## config.mk

```make
export PLATFORM = sky130hd
export DESIGN_NAME = ode_control
export DESIGN_NICKNAME = d
export VERILOG_FILES = /design/src/logic/ode_pkg.sv /design/src/logic/ode_control.sv
export VERILOG_INCLUDE_DIRS = /design/src /design/src/include
export SDC_FILE = /design/constraint.sdc
export NUM_CORES = 1
export LEC_CHECK = 0
export ABC_AREA = 1
export ABC_CLOCK_PERIOD_IN_PS = 13090
export BUFFER_PORTS_ARGS = -buffer_cell sky130_fd_sc_hd__buf_2
export CAP_MARGIN = 0
export CORE_AREA = 4 4 194 196
export CTS_CLUSTER_DIAMETER = 60
export DETAILED_ROUTE_END_ITERATION = 6
export DIE_AREA = 0 0 198 200
export PLACE_DENSITY_LB_ADDON = 0.1
export RECOVER_POWER = 50
export SLEW_MARGIN = 20
export SYNTH_ARGS = -nofsm -noshare
export SYNTH_HDL_FRONTEND = slang
export SYNTH_SLANG_ARGS = --single-unit
```

## constraint.sdc

```tcl
create_clock -name clock -period 13.09 [get_ports clock]
set_input_delay 3.927 -clock clock [delete_from_list [all_inputs] [get_ports clock]]
set_output_delay 3.927 -clock clock [all_outputs]
set_load 0.01 [all_outputs]
```

## src/include/ode_defs.svh

```systemverilog
// euler solver parameters
`ifndef ODE_DEFS_SVH
`define ODE_DEFS_SVH

// word width of every operand and result
`define ODE_WIDTH 32

// fraction bits of the q16.16 format
`define ODE_FRAC 16

// pipeline stages of the multiplier
`define ODE_MUL_LAT 2

// apb address bits
`define ODE_ADDR_W 6

// subtract, multiply and add of one step
`define ODE_STEP_LAT (`ODE_MUL_LAT + 2)

`endif

```

## src/logic/ode_pkg.sv

```systemverilog
// euler solver types
`include "ode_defs.svh"

package ode_pkg;

	// signed q16.16 word
	typedef logic signed [`ODE_WIDTH-1:0] fx_t;

	// apb register offsets
	typedef enum logic [`ODE_ADDR_W-1:0] {
		ADDR_CTRL     = 6'h00,
		ADDR_STATUS   = 6'h04,
		ADDR_STEP_H   = 6'h08,
		ADDR_GAIN     = 6'h0C,
		ADDR_Y_INIT   = 6'h10,
		ADDR_T_INIT   = 6'h14,
		ADDR_COUNT    = 6'h18,
		ADDR_Y_RESULT = 6'h1C,
		ADDR_T_RESULT = 6'h20
	} reg_addr_e;

	// step sequencer
	typedef enum logic [1:0] {
		ST_IDLE,
		ST_SCALE,
		ST_STEP,
		ST_FINISH
	} seq_state_e;

endpackage

```

## src/logic/ode_control.sv

```systemverilog
// apb registers and step sequencer
`include "ode_defs.svh"

module ode_control (
	input  logic                   clock,
	input  logic                   reset,
	input  logic                   psel,
	input  logic                   penable,
	input  logic                   pwrite,
	input  logic [`ODE_ADDR_W-1:0] paddr,
	input  logic [31:0]            pwdata,
	output logic [31:0]            prdata,
	output logic                   pslverr,
	output logic                   load,
	output logic                   scale_go,
	output logic                   step_go,
	output ode_pkg::fx_t           step_h,
	output ode_pkg::fx_t           gain,
	output ode_pkg::fx_t           y_init,
	output ode_pkg::fx_t           t_init,
	input  ode_pkg::fx_t           y_next,
	input  ode_pkg::fx_t           t_next,
	input  logic                   step_done,
	input  logic                   ovf,
	output logic                   irq
);
	import ode_pkg::*;

	reg_addr_e addr;
	seq_state_e state;
	fx_t y_result;
	fx_t t_result;
	logic [31:0] count;
	logic [31:0] remaining;
	logic [3:0] wait_cnt;
	logic busy;
	logic done;
	logic overflow;
	logic step_go_q;
	logic access;
	logic mapped;
	logic writable;
	logic wr_ok;
	logic start;
	logic final_step;

	assign addr = reg_addr_e'(paddr);
	assign access = psel & penable;
	assign busy = (state != ST_IDLE);

	always_comb
	begin
		prdata = '0;
		mapped = 1'b1;
		writable = 1'b1;
		case (addr)
			ADDR_CTRL: prdata = '0;
			ADDR_STATUS:
			begin
				prdata = {29'd0, overflow, done, busy};
				writable = 1'b0;
			end
			ADDR_STEP_H: prdata = step_h;
			ADDR_GAIN: prdata = gain;
			ADDR_Y_INIT: prdata = y_init;
			ADDR_T_INIT: prdata = t_init;
			ADDR_COUNT: prdata = count;
			ADDR_Y_RESULT:
			begin
				prdata = y_result;
				writable = 1'b0;
			end
			ADDR_T_RESULT:
			begin
				prdata = t_result;
				writable = 1'b0;
			end
			default:
			begin
				mapped = 1'b0;
				writable = 1'b0;
			end
		endcase
	end

	// config writes are refused while a run is active
	assign pslverr = access & (!mapped | (pwrite & writable & busy));
	assign wr_ok = access & pwrite & writable & !busy;
	assign start = wr_ok & (addr == ADDR_CTRL) & pwdata[0];
	assign final_step = (state == ST_STEP) & step_done & (remaining == 32'd1);

	// first step after the scale wait, then chained on each step_done
	assign step_go = step_go_q | ((state == ST_STEP) & step_done & (remaining != 32'd1));

	always_ff @(posedge clock)
	begin
		if (wr_ok)
		begin
			case (addr)
				ADDR_STEP_H: step_h <= pwdata;
				ADDR_GAIN: gain <= pwdata;
				ADDR_Y_INIT: y_init <= pwdata;
				ADDR_T_INIT: t_init <= pwdata;
				ADDR_COUNT: count <= pwdata;
				default: ;
			endcase
		end
		if (final_step)
		begin
			y_result <= y_next;
			t_result <= t_next;
		end
		else if (state == ST_FINISH)
		begin
			y_result <= y_init;
			t_result <= t_init;
		end
	end

	always_ff @(posedge clock)
	begin
		if (reset)
		begin
			state <= ST_IDLE;
			done <= 1'b0;
			overflow <= 1'b0;
			irq <= 1'b0;
			load <= 1'b0;
			scale_go <= 1'b0;
			step_go_q <= 1'b0;
			remaining <= '0;
			wait_cnt <= '0;
		end
		else
		begin
			load <= 1'b0;
			scale_go <= 1'b0;
			step_go_q <= 1'b0;
			irq <= 1'b0;
			// overflow is sticky for the whole run
			if (busy)
				overflow <= overflow | ovf;
			case (state)
				ST_IDLE:
				begin
					if (start)
					begin
						done <= 1'b0;
						overflow <= 1'b0;
						remaining <= count;
						if (count == 32'd0)
							state <= ST_FINISH;
						else
						begin
							load <= 1'b1;
							scale_go <= 1'b1;
							wait_cnt <= 4'(`ODE_MUL_LAT - 1);
							state <= ST_SCALE;
						end
					end
				end
				ST_SCALE:
				begin
					if (wait_cnt == 4'd0)
					begin
						step_go_q <= 1'b1;
						state <= ST_STEP;
					end
					else
						wait_cnt <= wait_cnt - 4'd1;
				end
				ST_STEP:
				begin
					if (step_done)
						remaining <= remaining - 32'd1;
					if (final_step)
					begin
						done <= 1'b1;
						irq <= 1'b1;
						state <= ST_IDLE;
					end
				end
				ST_FINISH:
				begin
					done <= 1'b1;
					irq <= 1'b1;
					state <= ST_IDLE;
				end
			endcase
		end
	end

endmodule

```

==> impl_metrics.yaml <==
setup_path:
  cp-start-kind: "input port"
  r2r_slack_ns: 6.88
  cp_max_fo: 25
  r2r_end: "done$_SDFFE_PP0P_"
  cp.required_ns: 9.16
  critPathCaptureType: "output pin"
  arrival_ns: 7.11
  path_class: "in -> out"
  cp-startpoint: "paddr[4]"
  cp-endpoint: "prdata[23]"
  rr_worst_depth: 10
  worst_r2r_startpoint: "remaining[21]$_SDFFE_PP0P_"
finish:
  syn2layout_area_growth_pct: 23.0
  nFillCells: 3734
  drive_above_1_share_pct: 12.4
  final_cells: 2016
  final_util_pct: 41.3
  fin_area_um2: 14900
  diodes: 0
  nNetsFinal: 1634
power:
  p_per_area_nw_per_um2: 128
  vdd_drop_max_uv: 79.4
  power_mw: 1.91
  leakage_nw: 6.05
cts:
  cts.clk_slew.worst_paths_ns: 0.06
  ctsHtreeMaxLevel: 2
  cts_setup_buffers: 0
  clock_latency_ns: 0.51
  cts_root_buffer: "clkbuf_16"
  numCtsBuffers: 36
  clock_path_buffers: 3
  hold_buffers: 0
  cts_tree: "done"
  post_cts_resized: 0
  cts.sinks: 267
routing:
  vias: 10146
  ant_nets: 0
  first_iter_violations: 829
  vias_per_cell: 5.03
  drt_first_pass_iters: 6
  avgRoutedWirePerCell_um: 21.1
  drt_drc_violations_left: 0
  wl_um: 42500
yosys:
  yosysWarnings: 0
  syn_area_um2: 12100
  synthCells: 1246
  ys_ff_latch: 267
  syn_nets: 1359
  ys_seq_area_share_pct: 62.7
  ys_types: 40
  ys_async_sr_fraction_pct: 0
  avgSynthCellArea_um2: 9.72
  synth_edf_count: 224
  synth_ff_type: "edfxtp_1"
place:
  dp_hpwl_um: 29100
  dp_cells: 1951
  globalplace.congestion: 0.840
  place_area_um2: 14000
  port_buffers: 273
  dp_slack_ns: 2.89
global_routing:
  grt_overflow: 0
  grt_max_degree: 75
  grt_pass1_vias: 10089
  antenna_found_initial: 1
  grt_usage_pct: 20.7
  grt_pass1_wl_um: 62700
sta:
  tightestPinTransition_ns: 4.12
  hold_viol_final: 0
  timing.final.ws_setup_ns: 2.06
  finalClockSkew_ns: 0.0261
  drv_slew: 128
  fin_setup_tns_ns: 0
  min_period_ns: 11.03
  max-slew-margin-rel_pct: -175
  max_freq_mhz: 90.6
  finalCritPeriodShare_pct: 84.3
  rsz0062_at_grt: "no"
  whs_ns: 0.516
  setup_viol: 0
die:
  rows: 70
  fp.dieW_um: 198
  start_util_pct: 33.6
  fp.dieH_um: 200
  die_area_um2: 39600
  core_um2: 36100
  io_pins: 274
run_status:
  violations: "max-capacitance violations, max-slew violations"
  outcome: "complete, but fails checks"
flow_run:
  drv_cap: 3
worst_hold_path:
  hold_class: "reg -> reg"
-- layout make-up --
class	count	area, um2	area share [%]
Clock buffer	45	966	6.48
Clock inverter	20	174	1.17
Inverter	148	557	3.74
Multi-Input combinational cell	782	3750	25.2
Sequential cell	267	7590	50.9
Tap cell	468	586	3.93
Timing Repair Buffer	286	1270	8.56
-- worst min path at each step --
| stage | start | end | slack (ns) | depth (start not counted) |
|---|---|---|---|---|
| 2_1_floorplan | wait_cnt[0]$_SDFFE_PP0P_ | wait_cnt[0]$_SDFFE_PP0P_ | 0.47 | 2 |
| 3_3_place_gp | remaining[1]$_SDFFE_PP0P_ | remaining[1]$_SDFFE_PP0P_ | 0.50 | 2 |
| 3_5_place_dp | remaining[1]$_SDFFE_PP0P_ | remaining[1]$_SDFFE_PP0P_ | 0.50 | 2 |
| 4_1_cts | wait_cnt[3]$_SDFFE_PP0P_ | wait_cnt[3]$_SDFFE_PP0P_ | 0.52 | 2 |
| 5_1_grt | wait_cnt[3]$_SDFFE_PP0P_ | wait_cnt[3]$_SDFFE_PP0P_ | 0.57 | 2 |
| 6_report | remaining[1]$_SDFFE_PP0P_ | remaining[1]$_SDFFE_PP0P_ | 0.52 | 2 |
-- kinds of logic after synthesis --
group	Yosys count	synth area share, %
simple gates	532	18.4
flops	267	62.7
compound gates	238	11.4
buf+inv	197	6.57
xor+xnor	8	0.579
fa+ha+maj	4	0.413
-- report_power, final --
part	leakage [nW]	switching (mW)	internal, mW	total [mW]
registers	2.36	0.0000739	0.917	0.917
clock network	0.548	0.382	0.568	0.950
logic	3.14	0.0294	0.0171	0.0465
-- placed cells by master, fill, tap and decap left out, types with 19 or more instances in the layout --
cell / Yosys / final
buf_2: 6 / 109
clkbuf_16: 0 / 37
dfxtp_1: 43 / 43
o21ai_1: 28 / 28
o21ai_0: 77 / 77
inv_1: 144 / 144
edfxtp_1: 224 / 224
nor2_1: 161 / 157
nand2_1: 263 / 264
nand3_1: 65 / 66
o22ai_1: 33 / 33
clkbuf_1: 28 / 172
a21oi_1: 57 / 57
nand4_1: 18 / 19
-- synth_stat cells (12+ instances only) --
| cell type | number | area (um2) |
|---|---|---|
| o21ai_0 | 77 | 385 |
| a221oi_1 | 17 | 149 |
| nand3_1 | 65 | 325 |
| nand4_1 | 18 | 113 |
| edfxtp_1 | 224 | 6730 |
| nor2_1 | 161 | 604 |
| a21oi_1 | 57 | 285 |
| dfxtp_1 | 43 | 861 |
| a22o_1 | 12 | 105 |
| o22ai_1 | 33 | 206 |
| nand2_1 | 263 | 987 |
| o21ai_1 | 28 | 140 |
| clkbuf_1 | 28 | 105 |
| inv_1 | 144 | 541 |
-- registers in the layout, indices dropped and copies added (netlist names), 2 cells and up --
| name | cells |
|---|---|
| state | 2 |
| t_result | 32 |
| y_result | 32 |
| y_init | 32 |
| step_h | 32 |
| t_init | 32 |
| count | 32 |
| gain | 32 |
| remaining | 32 |
| wait_cnt | 4 |
-- routing by layer --
layer / share of wire (%) / global-route usage, % / up-vias
li1: - / - / 4829
met3: 6.3 / 3.71 / 52
met4: 1.9 / 5.05 / 2
met5: 0.019 / 0 / -
met1: 44 / 28.6 / 4904
met2: 48 / 34.4 / 359
-- critical path, cell delays in order --
cell and delay [ns]:
buf_2 0.13, inv_1 0.08, nor2_1 0.11, nand3_1 1.17
clkinv_1 0.86, a221oi_1 0.48, nand3_1 0.15, buf_2 0.17
(Power assumes the default switching activity.)
